[src/source/cmp_pkg.sv]
package cmp_pkg;

    localparam int SYM_W    = 3;
    localparam int NUM_SYM  = 8;
    localparam int MAX_CODE = 7;
    localparam int CNT_W    = 5;

    typedef enum logic [3:0] {
        IDLE  = 4'd0,
        HISTO = 4'd1,
        FLV   = 4'd2,
        HTREE = 4'd3,
        CBS   = 4'd4,
        TRN   = 4'd5,
        SPI   = 4'd6,
        ERROR = 4'd7,
        DONE  = 4'd8
    } ctrl_state_t;

    // one-cycle completion flags, one per stage.
    typedef struct packed {
        logic hist_done;
        logic flv_done;
        logic htree_done;
        logic htree_finished;
        logic cbs_done;
        logic trn_done;
        logic out_done;
        logic error;
    } stage_status_t;

    // code is left aligned, len runs from 1 to 7.
    typedef struct packed {
        logic [MAX_CODE-1:0] code;
        logic [2:0]          len;
    } code_entry_t;

endpackage

[src/source/cmp_controller.sv]
`timescale 1ns/1ps

module cmp_controller import cmp_pkg::*; (
    input  logic          clk,
    input  logic          rst_n,
    input  logic          start,
    input  stage_status_t status,
    output ctrl_state_t   state,
    output logic          finished
);

    stage_status_t status_q;
    ctrl_state_t   next_state;

    ////////////////////
    // state and registered stage flags.
    always_ff @(posedge clk or negedge rst_n) begin
        if (!rst_n) begin
            state    <= IDLE;
            status_q <= '0;
            finished <= 1'b0;
        end else begin
            state    <= next_state;
            status_q <= status;
            finished <= (state == DONE) && (next_state == IDLE);
        end
    end

    ////////////////////
    // decisions are taken on the registered flags only.
    always_comb begin
        next_state = state;
        case (state)
            IDLE: begin
                if (start) begin
                    next_state = HISTO;
                end
            end
            HISTO: begin
                if (status_q.hist_done) begin
                    next_state = FLV;
                end
            end
            FLV: begin
                if (status_q.flv_done) begin
                    next_state = HTREE;
                end
            end
            HTREE: begin
                if (status_q.htree_finished) begin
                    next_state = CBS;
                end else if (status_q.htree_done) begin
                    next_state = FLV;
                end
            end
            CBS: begin
                if (status_q.cbs_done) begin
                    next_state = TRN;
                end
            end
            TRN: begin
                if (status_q.trn_done) begin
                    next_state = SPI;
                end
            end
            SPI: begin
                if (status_q.out_done) begin
                    next_state = DONE;
                end
            end
            DONE: begin
                next_state = IDLE;
            end
            ERROR: begin
                next_state = ERROR;
            end
            default: begin
                next_state = ERROR;
            end
        endcase

        // a credit overflow wins over any stage flag.
        if (status_q.error) begin
            next_state = ERROR;
        end
    end

endmodule

[src/source/cmp_histogram.sv]
`timescale 1ns/1ps

module cmp_histogram import cmp_pkg::*; #(
    parameter int  BLOCK_LEN = 16,
    localparam int ADDR_W    = $clog2(BLOCK_LEN)
) (
    input  logic                          clk,
    input  logic                          rst_n,
    input  ctrl_state_t                   state,
    input  logic                          sym_valid,
    input  logic [SYM_W-1:0]              sym_data,
    input  logic [ADDR_W-1:0]             rd_addr,
    output logic [SYM_W-1:0]              rd_sym,
    output logic [NUM_SYM-1:0][CNT_W-1:0] counts,
    output logic                          hist_done
);

    logic [SYM_W-1:0]  mem [BLOCK_LEN];
    logic [ADDR_W-1:0] wr_idx;
    logic              filled;
    logic              accept;
    logic              first;

    assign accept = (state == HISTO) && sym_valid && !filled;
    // counts restart from zero until the first symbol of the block lands.
    assign first  = (wr_idx == '0) && !filled;
    assign rd_sym = mem[rd_addr];

    always_ff @(posedge clk) begin
        if (accept) begin
            mem[wr_idx] <= sym_data;
        end
    end

    always_ff @(posedge clk or negedge rst_n) begin
        if (!rst_n) begin
            counts    <= '0;
            wr_idx    <= '0;
            filled    <= 1'b0;
            hist_done <= 1'b0;
        end else begin
            hist_done <= 1'b0;
            if (state != HISTO) begin
                wr_idx <= '0;
                filled <= 1'b0;
            end else begin
                for (int i = 0; i < NUM_SYM; i++) begin
                    counts[i] <= (first ? CNT_W'(0) : counts[i])
                               + CNT_W'(accept && (sym_data == SYM_W'(i)));
                end
                if (accept) begin
                    wr_idx <= wr_idx + 1'b1;
                    if (wr_idx == ADDR_W'(BLOCK_LEN - 1)) begin
                        filled    <= 1'b1;
                        hist_done <= 1'b1;
                    end
                end
            end
        end
    end

endmodule

[src/source/cmp_rank.sv]
`timescale 1ns/1ps

module cmp_rank import cmp_pkg::*; (
    input  logic                          clk,
    input  logic                          rst_n,
    input  ctrl_state_t                   state,
    input  logic [NUM_SYM-1:0][CNT_W-1:0] counts,
    output logic [NUM_SYM-1:0][SYM_W-1:0] ranks,
    output logic                          flv_done,
    output logic                          htree_done,
    output logic                          htree_finished
);

    logic [SYM_W-1:0]   scan_i;
    logic [SYM_W-1:0]   best_sym;
    logic [CNT_W-1:0]   best_cnt;
    logic               best_ok;
    logic               flv_end;
    logic               ht_end;
    logic [NUM_SYM-1:0] placed;
    logic [SYM_W-1:0]   n_placed;
    logic               take;

    // strict compare, so ties keep the lower symbol.
    assign take = !placed[scan_i] && (!best_ok || (counts[scan_i] < best_cnt));

    always_ff @(posedge clk or negedge rst_n) begin
        if (!rst_n) begin
            ranks          <= '0;
            scan_i         <= '0;
            best_sym       <= '0;
            best_cnt       <= '0;
            best_ok        <= 1'b0;
            flv_end        <= 1'b0;
            ht_end         <= 1'b0;
            placed         <= '0;
            n_placed       <= '0;
            flv_done       <= 1'b0;
            htree_done     <= 1'b0;
            htree_finished <= 1'b0;
        end else begin
            flv_done       <= 1'b0;
            htree_done     <= 1'b0;
            htree_finished <= 1'b0;
            if (state == HISTO) begin
                placed   <= '0;
                n_placed <= '0;
            end

            ////////////////////
            // one symbol per cycle through the least-value search.
            if (state != FLV) begin
                scan_i  <= '0;
                best_ok <= 1'b0;
                flv_end <= 1'b0;
            end else if (!flv_end) begin
                if (take) begin
                    best_sym <= scan_i;
                    best_cnt <= counts[scan_i];
                    best_ok  <= 1'b1;
                end
                scan_i <= scan_i + 1'b1;
                if (scan_i == SYM_W'(NUM_SYM - 1)) begin
                    flv_end  <= 1'b1;
                    flv_done <= 1'b1;
                end
            end

            ////////////////////
            // first pick gets the worst rank.
            if (state != HTREE) begin
                ht_end <= 1'b0;
            end else if (!ht_end) begin
                ranks[best_sym]  <= SYM_W'(NUM_SYM - 1) - n_placed;
                placed[best_sym] <= 1'b1;
                n_placed         <= n_placed + 1'b1;
                ht_end           <= 1'b1;
                if (n_placed == SYM_W'(NUM_SYM - 1)) begin
                    htree_finished <= 1'b1;
                end else begin
                    htree_done <= 1'b1;
                end
            end
        end
    end

endmodule

[src/source/cmp_codebook.sv]
`timescale 1ns/1ps

module cmp_codebook import cmp_pkg::*; (
    input  logic                          clk,
    input  logic                          rst_n,
    input  ctrl_state_t                   state,
    input  logic [NUM_SYM-1:0][SYM_W-1:0] ranks,
    output code_entry_t [NUM_SYM-1:0]     code_table,
    output logic                          cbs_done
);

    logic [SYM_W-1:0] idx;
    logic [SYM_W-1:0] r;
    logic             cb_end;

    assign r = ranks[idx];

    // rank r gives r ones and a closing zero, except the last rank.
    always_ff @(posedge clk or negedge rst_n) begin
        if (!rst_n) begin
            code_table <= '0;
            idx        <= '0;
            cb_end     <= 1'b0;
            cbs_done   <= 1'b0;
        end else begin
            cbs_done <= 1'b0;
            if (state != CBS) begin
                idx    <= '0;
                cb_end <= 1'b0;
            end else if (!cb_end) begin
                code_table[idx].code <= {MAX_CODE{1'b1}} << (SYM_W'(MAX_CODE) - r);
                code_table[idx].len  <= (r == SYM_W'(MAX_CODE)) ? r : r + 1'b1;
                idx <= idx + 1'b1;
                if (idx == SYM_W'(NUM_SYM - 1)) begin
                    cb_end   <= 1'b1;
                    cbs_done <= 1'b1;
                end
            end
        end
    end

endmodule

[src/source/cmp_translate.sv]
`timescale 1ns/1ps

module cmp_translate import cmp_pkg::*; #(
    parameter int  BLOCK_LEN = 16,
    localparam int ADDR_W    = $clog2(BLOCK_LEN),
    localparam int BUF_LEN   = (MAX_CODE * BLOCK_LEN + 7) / 8,
    localparam int BUF_AW    = $clog2(BUF_LEN),
    localparam int BCNT_W    = $clog2(BUF_LEN + 1),
    localparam int BIT_W     = $clog2(MAX_CODE * BLOCK_LEN + 1)
) (
    input  logic                      clk,
    input  logic                      rst_n,
    input  ctrl_state_t               state,
    input  logic [SYM_W-1:0]          rd_sym,
    input  code_entry_t [NUM_SYM-1:0] code_table,
    output logic [ADDR_W-1:0]         rd_addr,
    input  logic [BUF_AW-1:0]         buf_addr,
    output logic [7:0]                buf_byte,
    output logic [BCNT_W-1:0]         byte_count,
    output logic [BIT_W-1:0]          bit_count,
    output logic                      trn_done
);

    localparam int STEP_W = $clog2(BLOCK_LEN + 1);

    logic [7:0]        buffer [BUF_LEN];
    logic [STEP_W-1:0] step;
    logic              tr_end;
    logic [15:0]       acc;
    logic [15:0]       acc_nxt;
    logic [3:0]        acc_n;
    logic [4:0]        fill;
    code_entry_t       cur;
    logic              flush;
    logic              wr_en;
    logic [7:0]        wr_byte;

    assign rd_addr  = step[ADDR_W-1:0];
    assign buf_byte = buffer[buf_addr];
    assign cur      = code_table[rd_sym];
    assign flush    = (step == STEP_W'(BLOCK_LEN));

    ////////////////////
    // pending bits sit right aligned in acc, oldest first.
    always_comb begin
        acc_nxt = (acc << cur.len) | 16'(cur.code >> (MAX_CODE - cur.len));
        fill    = 5'(acc_n) + 5'(cur.len);
        if (flush) begin
            wr_en   = (acc_n != '0);
            wr_byte = 8'(acc << (8 - acc_n));
        end else begin
            wr_en   = (fill >= 5'd8);
            wr_byte = 8'(acc_nxt >> (fill - 5'd8));
        end
        wr_en = wr_en && (state == TRN) && !tr_end;
    end

    always_ff @(posedge clk) begin
        if (wr_en) begin
            buffer[byte_count[BUF_AW-1:0]] <= wr_byte;
        end
    end

    always_ff @(posedge clk or negedge rst_n) begin
        if (!rst_n) begin
            step       <= '0;
            tr_end     <= 1'b0;
            acc        <= '0;
            acc_n      <= '0;
            byte_count <= '0;
            bit_count  <= '0;
            trn_done   <= 1'b0;
        end else begin
            trn_done <= 1'b0;
            if (state == CBS) begin
                acc_n      <= '0;
                byte_count <= '0;
                bit_count  <= '0;
            end
            if (state != TRN) begin
                step   <= '0;
                tr_end <= 1'b0;
            end else if (!tr_end) begin
                step <= step + 1'b1;
                if (flush) begin
                    tr_end   <= 1'b1;
                    trn_done <= 1'b1;
                end else begin
                    acc       <= acc_nxt;
                    acc_n     <= 4'((fill >= 5'd8) ? fill - 5'd8 : fill);
                    bit_count <= bit_count + BIT_W'(cur.len);
                end
                if (wr_en) begin
                    byte_count <= byte_count + 1'b1;
                end
            end
        end
    end

endmodule

[src/source/cmp_byte_out.sv]
`timescale 1ns/1ps

module cmp_byte_out import cmp_pkg::*; #(
    parameter int  BLOCK_LEN = 16,
    parameter int  CREDITS   = 4,
    localparam int BUF_LEN   = (MAX_CODE * BLOCK_LEN + 7) / 8,
    localparam int BUF_AW    = $clog2(BUF_LEN),
    localparam int BCNT_W    = $clog2(BUF_LEN + 1)
) (
    input  logic              clk,
    input  logic              rst_n,
    input  ctrl_state_t       state,
    input  logic [BCNT_W-1:0] byte_count,
    input  logic [7:0]        buf_byte,
    output logic [BUF_AW-1:0] buf_addr,
    output logic              out_valid,
    output logic [7:0]        out_byte,
    input  logic              credit_return,
    output logic              out_done,
    output logic              error
);

    localparam int CRD_W = $clog2(CREDITS + 1);

    logic [CRD_W-1:0]  credits;
    logic [BCNT_W-1:0] tx_i;
    logic              tx_end;
    logic              all_sent;
    logic              overflow;

    assign all_sent  = (tx_i == byte_count);
    assign out_valid = (state == SPI) && !all_sent && (credits != '0);
    assign out_byte  = buf_byte;
    assign buf_addr  = tx_i[BUF_AW-1:0];
    assign overflow  = credit_return && !out_valid && (credits == CRD_W'(CREDITS));

    always_ff @(posedge clk or negedge rst_n) begin
        if (!rst_n) begin
            credits  <= CRD_W'(CREDITS);
            tx_i     <= '0;
            tx_end   <= 1'b0;
            out_done <= 1'b0;
            error    <= 1'b0;
        end else begin
            out_done <= 1'b0;
            error    <= overflow;
            if (!overflow) begin
                credits <= credits - CRD_W'(out_valid) + CRD_W'(credit_return);
            end
            if (state != SPI) begin
                tx_i   <= '0;
                tx_end <= 1'b0;
            end else begin
                if (out_valid) begin
                    tx_i <= tx_i + 1'b1;
                end
                // done once the sink has handed every credit back.
                if (all_sent && !tx_end && (credits == CRD_W'(CREDITS))) begin
                    tx_end   <= 1'b1;
                    out_done <= 1'b1;
                end
            end
        end
    end

endmodule

[src/source/cmp_top.sv]
`timescale 1ns/1ps

module cmp_top import cmp_pkg::*; #(
    parameter int  BLOCK_LEN = 16,
    parameter int  CREDITS   = 4,
    localparam int BIT_W     = $clog2(MAX_CODE * BLOCK_LEN + 1)
) (
    input  logic             clk,
    input  logic             rst_n,
    input  logic             start,
    input  logic             sym_valid,
    input  logic [SYM_W-1:0] sym_data,
    input  logic             credit_return,
    output logic             out_valid,
    output logic [7:0]       out_byte,
    output logic [BIT_W-1:0] bit_count,
    output ctrl_state_t      state,
    output logic             finished
);

    localparam int ADDR_W  = $clog2(BLOCK_LEN);
    localparam int BUF_LEN = (MAX_CODE * BLOCK_LEN + 7) / 8;
    localparam int BUF_AW  = $clog2(BUF_LEN);
    localparam int BCNT_W  = $clog2(BUF_LEN + 1);

    stage_status_t                 status;
    logic [NUM_SYM-1:0][CNT_W-1:0] counts;
    logic [NUM_SYM-1:0][SYM_W-1:0] ranks;
    code_entry_t [NUM_SYM-1:0]     code_table;
    logic [ADDR_W-1:0]             rd_addr;
    logic [SYM_W-1:0]              rd_sym;
    logic [BUF_AW-1:0]             buf_addr;
    logic [7:0]                    buf_byte;
    logic [BCNT_W-1:0]             byte_count;
    logic                          hist_done;
    logic                          flv_done;
    logic                          htree_done;
    logic                          htree_finished;
    logic                          cbs_done;
    logic                          trn_done;
    logic                          out_done;
    logic                          error;

    assign status = '{
        hist_done:      hist_done,
        flv_done:       flv_done,
        htree_done:     htree_done,
        htree_finished: htree_finished,
        cbs_done:       cbs_done,
        trn_done:       trn_done,
        out_done:       out_done,
        error:          error
    };

    cmp_controller u_ctrl (
        .clk      (clk),
        .rst_n    (rst_n),
        .start    (start),
        .status   (status),
        .state    (state),
        .finished (finished)
    );

    cmp_histogram #(.BLOCK_LEN(BLOCK_LEN)) u_hist (
        .clk       (clk),
        .rst_n     (rst_n),
        .state     (state),
        .sym_valid (sym_valid),
        .sym_data  (sym_data),
        .rd_addr   (rd_addr),
        .rd_sym    (rd_sym),
        .counts    (counts),
        .hist_done (hist_done)
    );

    cmp_rank u_rank (
        .clk            (clk),
        .rst_n          (rst_n),
        .state          (state),
        .counts         (counts),
        .ranks          (ranks),
        .flv_done       (flv_done),
        .htree_done     (htree_done),
        .htree_finished (htree_finished)
    );

    cmp_codebook u_cbook (
        .clk        (clk),
        .rst_n      (rst_n),
        .state      (state),
        .ranks      (ranks),
        .code_table (code_table),
        .cbs_done   (cbs_done)
    );

    cmp_translate #(.BLOCK_LEN(BLOCK_LEN)) u_trn (
        .clk        (clk),
        .rst_n      (rst_n),
        .state      (state),
        .rd_sym     (rd_sym),
        .code_table (code_table),
        .rd_addr    (rd_addr),
        .buf_addr   (buf_addr),
        .buf_byte   (buf_byte),
        .byte_count (byte_count),
        .bit_count  (bit_count),
        .trn_done   (trn_done)
    );

    cmp_byte_out #(.BLOCK_LEN(BLOCK_LEN), .CREDITS(CREDITS)) u_out (
        .clk           (clk),
        .rst_n         (rst_n),
        .state         (state),
        .byte_count    (byte_count),
        .buf_byte      (buf_byte),
        .buf_addr      (buf_addr),
        .out_valid     (out_valid),
        .out_byte      (out_byte),
        .credit_return (credit_return),
        .out_done      (out_done),
        .error         (error)
    );

endmodule

[config.mk]
export PLATFORM = sky130hd
export DESIGN_NAME = cmp_top
export DESIGN_NICKNAME = d
export VERILOG_FILES = /design/src/source/cmp_pkg.sv /design/src/source/cmp_controller.sv /design/src/source/cmp_histogram.sv /design/src/source/cmp_rank.sv /design/src/source/cmp_codebook.sv /design/src/source/cmp_translate.sv /design/src/source/cmp_byte_out.sv /design/src/source/cmp_top.sv
export SDC_FILE = /design/constraint.sdc
export NUM_CORES = 1
export LEC_CHECK = 0
export ABC_AREA = 0
export BUFFER_PORTS_ARGS = -buffer_cell sky130_fd_sc_hd__clkbuf_2
export CAP_MARGIN = 20
export CORE_ASPECT_RATIO = 1.5
export CORE_MARGIN = 2
export CORE_UTILIZATION = 55
export CTS_CLUSTER_DIAMETER = 150
export DETAILED_ROUTE_END_ITERATION = 6
export HOLD_SLACK_MARGIN = 0.03
export PLACE_DENSITY = 0.7
export RECOVER_POWER = 25
export SLEW_MARGIN = 25
export SYNTH_ARGS = -nofsm -noshare
export SYNTH_HDL_FRONTEND = slang
export SYNTH_SLANG_ARGS = --single-unit
[constraint.sdc]
create_clock -name clk -period 10.3 [get_ports clk]
set_input_delay 1.03 -clock clk [delete_from_list [all_inputs] [get_ports clk]]
set_output_delay 1.03 -clock clk [all_outputs]
set_load 0.01 [all_outputs]
==> metrics.txt <==
# TYPE chip_impl_metric gauge
chip_impl_info{name="status",value="finished, violations left"} 1
chip_impl_info{name="failed_checks",value="capacitance limit, slew limit"} 1
chip_impl_metric{name="worst-slew-pin-transition",unit="ns"} 6.53
chip_impl_metric{name="synth-edff-count",unit=""} 160
chip_impl_metric{name="fin_area",unit="sq um"} 22000
chip_impl_info{name="cp_cell_sequence",value="mux4_1 -> mux4_2 -> a21bo_4 -> a211oi_2 -> o41ai_2 -> nand4_2 -> inv_2 -> ha_1 -> fa_1 -> buf_4 -> inv_1 -> nand3_1 -> a221oi_1 -> nor2_1 -> mux4_2 -> o211ai_1"} 1
chip_impl_metric{name="slew_viol_final",unit=""} 212
chip_impl_metric{name="maxClockFrequency",unit="MHz"} 126
chip_impl_metric{name="fin_skew",unit="ns"} 0.0214
chip_impl_metric{name="synth.yosys.seq_area_share",unit="%"} 54.1
chip_impl_info{name="grt_setup_unrepaired",value="no"} 1
chip_impl_metric{name="die_x",unit="um"} 160
chip_impl_metric{name="pre_cts_slack",unit="ns"} 2.38
chip_impl_metric{name="htreeDepth",unit=""} 2
chip_impl_metric{name="finalHoldViolCount",unit=""} 0
chip_impl_metric{name="setup_tns",unit="ns"} 0
chip_impl_metric{name="synth-seq-cells",unit=""} 404
chip_impl_metric{name="cts_resized",unit=""} 0
chip_impl_metric{name="clock_latency_on_the_worst_skew_pair",unit="ns"} 0.57
chip_impl_metric{name="fin_crit_sh",unit="%"} 77.3
chip_impl_metric{name="max_stage_delay",unit="ns"} 0.95
chip_impl_metric{name="timing.max_slew.rel_slack",unit="%"} -335
chip_impl_info{name="critical_path.startpoint_type",value="register"} 1
chip_impl_metric{name="power_per_cell_area",unit="nW/um^2"} 280
chip_impl_metric{name="design_power_total",unit="mW"} 6.16
chip_impl_metric{name="tritonroute_pass_1_iters",unit=""} 5
chip_impl_metric{name="leakagePower",unit="nW"} 8.88
chip_impl_metric{name="synth_fa_ha_area_share",unit="%"} 3.34
chip_impl_metric{name="ff_latch_area",unit="sq um"} 10900
chip_impl_info{name="yosys-top-cells-area",value="sky130_fd_sc_hd__dfrtp_1 (30%), sky130_fd_sc_hd__edfxtp_1 (24%), sky130_fd_sc_hd__mux4_2 (7.9%)"} 1
chip_impl_metric{name="synth_xor_xnor_area_share",unit="%"} 1.04
chip_impl_info{name="worst_hold_path_type",value="reg2reg"} 1
chip_impl_metric{name="clock_power_share",unit="%"} 23.8
chip_impl_metric{name="synth_cell_types",unit=""} 81
chip_impl_metric{name="drt-wirelength-per-cell",unit="um"} 21.1
chip_impl_metric{name="synth_largest_type_area_fraction",unit="%"} 30.2
chip_impl_metric{name="finish.cell_count_without_fillers",unit=""} 2286
chip_impl_metric{name="grt-ovfl-total",unit=""} 0
chip_impl_metric{name="grt_start_max_net_pins",unit=""} 122
chip_impl_metric{name="design.portCount",unit=""} 29
chip_impl_metric{name="ys_warn_count",unit=""} 0
chip_impl_info{name="synth_top_family_by_area",value="simple AND/OR/NAND/NOR gates"} 1
chip_impl_info{name="critical_path_sink_type",value="register"} 1
chip_impl_metric{name="setup_viol_count_final",unit=""} 0
chip_impl_metric{name="reg2regPathDepth",unit=""} 16
chip_impl_metric{name="ant_nets",unit=""} 0
chip_impl_info{name="critPathSlowestCell",value="sky130_fd_sc_hd__dfrtp_1"} 1
chip_impl_metric{name="cts_setup_buffers",unit=""} 0
chip_impl_metric{name="hold-worst-slack",unit="ns"} 0.349
chip_impl_metric{name="place.port_buffers",unit=""} 28
chip_impl_metric{name="drive_gt1_share",unit="%"} 13.8
chip_impl_metric{name="multi_input_area",unit="sq um"} 8740
chip_impl_info{name="setup.worst_path.class",value="reg2reg"} 1
chip_impl_metric{name="count_of_routing_violations_after_the_opening_detailed_route_iteration",unit=""} 1032
chip_impl_metric{name="p_int",unit="mW"} 3.70
chip_impl_metric{name="rows",unit=""} 85
chip_impl_metric{name="number_of_global_route_vias_before_repair",unit=""} 14300
chip_impl_metric{name="placeableCoreArea",unit="sq um"} 36100
chip_impl_metric{name="start_util",unit="%"} 55.9
chip_impl_metric{name="switchingPower",unit="mW"} 2.47
chip_impl_metric{name="grt_first_pass_wirelength",unit="um"} 78200
chip_impl_metric{name="area_growth_syn_to_layout",unit="%"} 9.17
chip_impl_metric{name="insertedDiodeCount",unit=""} 0
chip_impl_metric{name="synth_async_sr_flop_share",unit="%"} 60.4
chip_impl_info{name="tritoncts",value="built"} 1
chip_impl_metric{name="post_synthesis_area_per_instance",unit="sq um"} 11.3
chip_impl_metric{name="hold_path_depth",unit=""} 0
chip_impl_metric{name="final_core_utilization",unit="%"} 61.0
chip_impl_metric{name="grt_antenna_before_repair",unit=""} 0
chip_impl_metric{name="combPwrFrac",unit="%"} 41.2
chip_impl_metric{name="drcViolationCount",unit=""} 0
chip_impl_metric{name="cts_sinks",unit=""} 404
chip_impl_metric{name="total_via_count_in_the_routed_design",unit=""} 14000
chip_impl_metric{name="clk_transition_reported_paths",unit="ns"} 0.06
chip_impl_metric{name="cts_hold_repair.buffers",unit=""} 0
chip_impl_metric{name="synth_compound_gate_area_share",unit="%"} 10.9
chip_impl_info{name="synth_top_cell_by_area",value="sky130_fd_sc_hd__dfrtp_1"} 1
chip_impl_info{name="critical_path.most_common_cell",value="sky130_fd_sc_hd__mux4_2"} 1
chip_impl_metric{name="maxCapViolations",unit=""} 3
chip_impl_info{name="clock_tree.root_cell",value="sky130_fd_sc_hd__clkbuf_16"} 1
chip_impl_metric{name="global_routing_usage_summed_across_all_routing_layers",unit="%"} 26.1
chip_impl_metric{name="critical_path_required",unit="ns"} 10.53
chip_impl_metric{name="share_of_synthesized_cell_area_in_and_or_nand_and_nor_gates",unit="%"} 14.9
chip_impl_metric{name="layout_setup_ws",unit="ns"} 2.34
chip_impl_metric{name="number_of_clock_buffers_inserted_by_tritoncts",unit=""} 38
chip_impl_metric{name="layout_min_cycle_time",unit="ns"} 7.96
chip_impl_metric{name="cp_max_fo",unit=""} 22
chip_impl_info{name="ys.flop_type",value="sky130_fd_sc_hd__dfrtp_1"} 1
chip_impl_metric{name="max_vdd_drop",unit="V"} 0.000229
chip_impl_metric{name="p_sw_share",unit="%"} 40.0
chip_impl_metric{name="design.die.area",unit="sq um"} 38200
chip_impl_metric{name="layout.nets",unit=""} 1839
chip_impl_metric{name="chipHeight",unit="um"} 238
chip_impl_metric{name="pwr-share-seq",unit="%"} 35.0
chip_impl_metric{name="arrival",unit="ns"} 8.20
chip_impl_metric{name="routed_wl",unit="um"} 48300
chip_impl_metric{name="synth_mux_area_share",unit="%"} 12.7
chip_impl_metric{name="place.detailed.hpwl",unit="um"} 34200
chip_impl_metric{name="postPlaceCellArea",unit="sq um"} 20700
chip_impl_metric{name="post_drt_via_cell_ratio",unit=""} 6.13
chip_impl_metric{name="placed_cells",unit=""} 2217
chip_impl_metric{name="synth_nets",unit=""} 1849
chip_impl_metric{name="synthCells",unit=""} 1789
chip_impl_metric{name="clk_path_buf_depth",unit=""} 3
chip_impl_metric{name="gp_congestion",unit=""} 0.978
chip_impl_metric{name="num-fill-cells",unit=""} 2887
chip_impl_metric{name="cell_area_after_technology_mapping",unit="sq um"} 20200
[layout by cell type, fill, tap and decap left out, drive strengths merged, types with 5 or more instances in the layout]
master | Yosys | routed
dfrtp | 243 | 243
clkbuf | 70 | 81
edfxtp | 160 | 160
nor4 | 10 | 10
nand4 | 10 | 10
or2 | 6 | 6
nor3 | 54 | 54
o21ai | 146 | 146
nor3b | 6 | 6
mux2i | 45 | 45
nand2b | 15 | 15
a21oi | 94 | 94
mux4 | 73 | 73
ha | 49 | 49
xor2 | 13 | 13
or3 | 6 | 6
clkinvlp | 0 | 5
clkinv | 1 | 6
o22ai | 8 | 8
a22o | 7 | 7
nand2 | 232 | 232
inv | 46 | 51
a21o | 12 | 12
and2 | 28 | 28
nor2 | 128 | 128
nand3 | 102 | 102
buf | 28 | 17
a211oi | 31 | 31
nor2b | 17 | 17
mux2 | 40 | 40
o31ai | 5 | 5
and3 | 16 | 16
xnor2 | 11 | 11
a31oi | 6 | 6
[flip-flops by register name, indices dropped and copies added (netlist names), 5 cells and up]
register	flops
u_ctrl.status_q	8
u_trn.bit_count	7
u_hist.counts	40
u_rank.ranks	24
u_rank.best_cnt	5
u_rank.placed	8
u_trn.step	5
u_trn.buffer	112
u_cbook.code_table	80
u_hist.mem	48
u_trn.acc	16
[cell type report]
cell class                 instances  area share [%]
clock buffer                      50            4.75
clock inverter                    19            1.17
inverter                          47           0.802
multi-input combinational       1240            39.7
sequential                       404            49.6
tap                              478            2.72
timing repair buffer              48            1.25
[final timing paths]
path	from	slack [ns]	end
max in group asynchronous	rst_n	3.28	u_out.buf_addr[0]$_DFFE_PN0P_
min reg2reg	u_rank.htree_finished$_DFF_PN0_	0.35	u_ctrl.status_q[4]$_DFF_PN0_
max reg2reg	u_trn.step[0]$_DFFE_PN0P_	2.34	u_trn.buffer[0][4]$_DFFE_PP_
min in group asynchronous	rst_n	2.92	u_cbook.code_table[39]$_DFFE_PN0P_
min	u_rank.htree_finished$_DFF_PN0_	0.35	u_ctrl.status_q[4]$_DFF_PN0_
max	u_trn.step[0]$_DFFE_PN0P_	2.34	u_trn.buffer[0][4]$_DFFE_PP_
[cells in the mapped netlist, types with 5 or more instances]
library cell                 n
sky130_fd_sc_hd__mux2i_1    45
sky130_fd_sc_hd__a31oi_1     6
sky130_fd_sc_hd__mux4_2     71
sky130_fd_sc_hd__and2_1     27
sky130_fd_sc_hd__o21ai_1     7
sky130_fd_sc_hd__or3_1       6
sky130_fd_sc_hd__nor4_1      9
sky130_fd_sc_hd__xor2_1     13
sky130_fd_sc_hd__a21oi_1    94
sky130_fd_sc_hd__nand3_1   102
sky130_fd_sc_hd__nand4_1     9
sky130_fd_sc_hd__o21ai_0   139
sky130_fd_sc_hd__o31ai_1     5
sky130_fd_sc_hd__nor2_1    128
sky130_fd_sc_hd__nor3_1     52
sky130_fd_sc_hd__nand2_1   232
sky130_fd_sc_hd__and3_1     16
sky130_fd_sc_hd__nor3b_1     5
sky130_fd_sc_hd__a21o_1     12
sky130_fd_sc_hd__a211oi_1   27
sky130_fd_sc_hd__dfrtp_1   243
sky130_fd_sc_hd__clkbuf_1   70
sky130_fd_sc_hd__a22o_1      7
sky130_fd_sc_hd__o22ai_1     8
sky130_fd_sc_hd__nor2b_1    17
sky130_fd_sc_hd__mux2_2     40
sky130_fd_sc_hd__ha_1       49
sky130_fd_sc_hd__xnor2_1    11
sky130_fd_sc_hd__nand2b_1   15
sky130_fd_sc_hd__buf_1      17
sky130_fd_sc_hd__edfxtp_1  160
sky130_fd_sc_hd__inv_1      44
[layer usage]
layer  wire (um)  vias to the layer above  track usage, %
met5           0                        -               0
met4        2080                        0            11.6
met3        1970                      118            2.85
met2       25900                      371            48.2
met1       18400                     6961            30.6
li1            -                     6552               -
[logic make-up (layout without fill, tap and decap cells)]
| family | count (synthesis) | in the layout |
|---|---|---|
| fa+ha+maj | 52 | 52 |
| compound gates | 361 | 361 |
| buf+inv | 145 | 164 |
| flops | 404 | 404 |
| simple gates | 645 | 645 |
| xor+xnor | 24 | 24 |
| mux | 158 | 158 |
[power by group through the flow]
| stage | Combinational (mW) | Clock [mW] | Sequential, mW |
|---|---|---|---|
| after floorplan | 1.88 | 0 | 2.08 |
| after global placement | 2.48 | 0 | 2.18 |
| after detailed placement | 2.50 | 0 | 2.19 |
| after CTS | 2.52 | 1.49 | 2.16 |
| after global routing | 2.77 | 1.55 | 2.19 |
| final | 2.54 | 1.47 | 2.16 |
[worst max-delay path, delay by kind of cell, from the launching register on]
family	cells	cell delay, ns
adder cells (fa/ha/maj)	2	0.70
AND/OR/NAND/NOR	3	1.09
flip-flops	1	0.95
buffers and inverters	3	1.22
AO/OA/AOI/OAI	5	1.86
multiplexers	3	1.78
(Power assumes the default switching activity.)
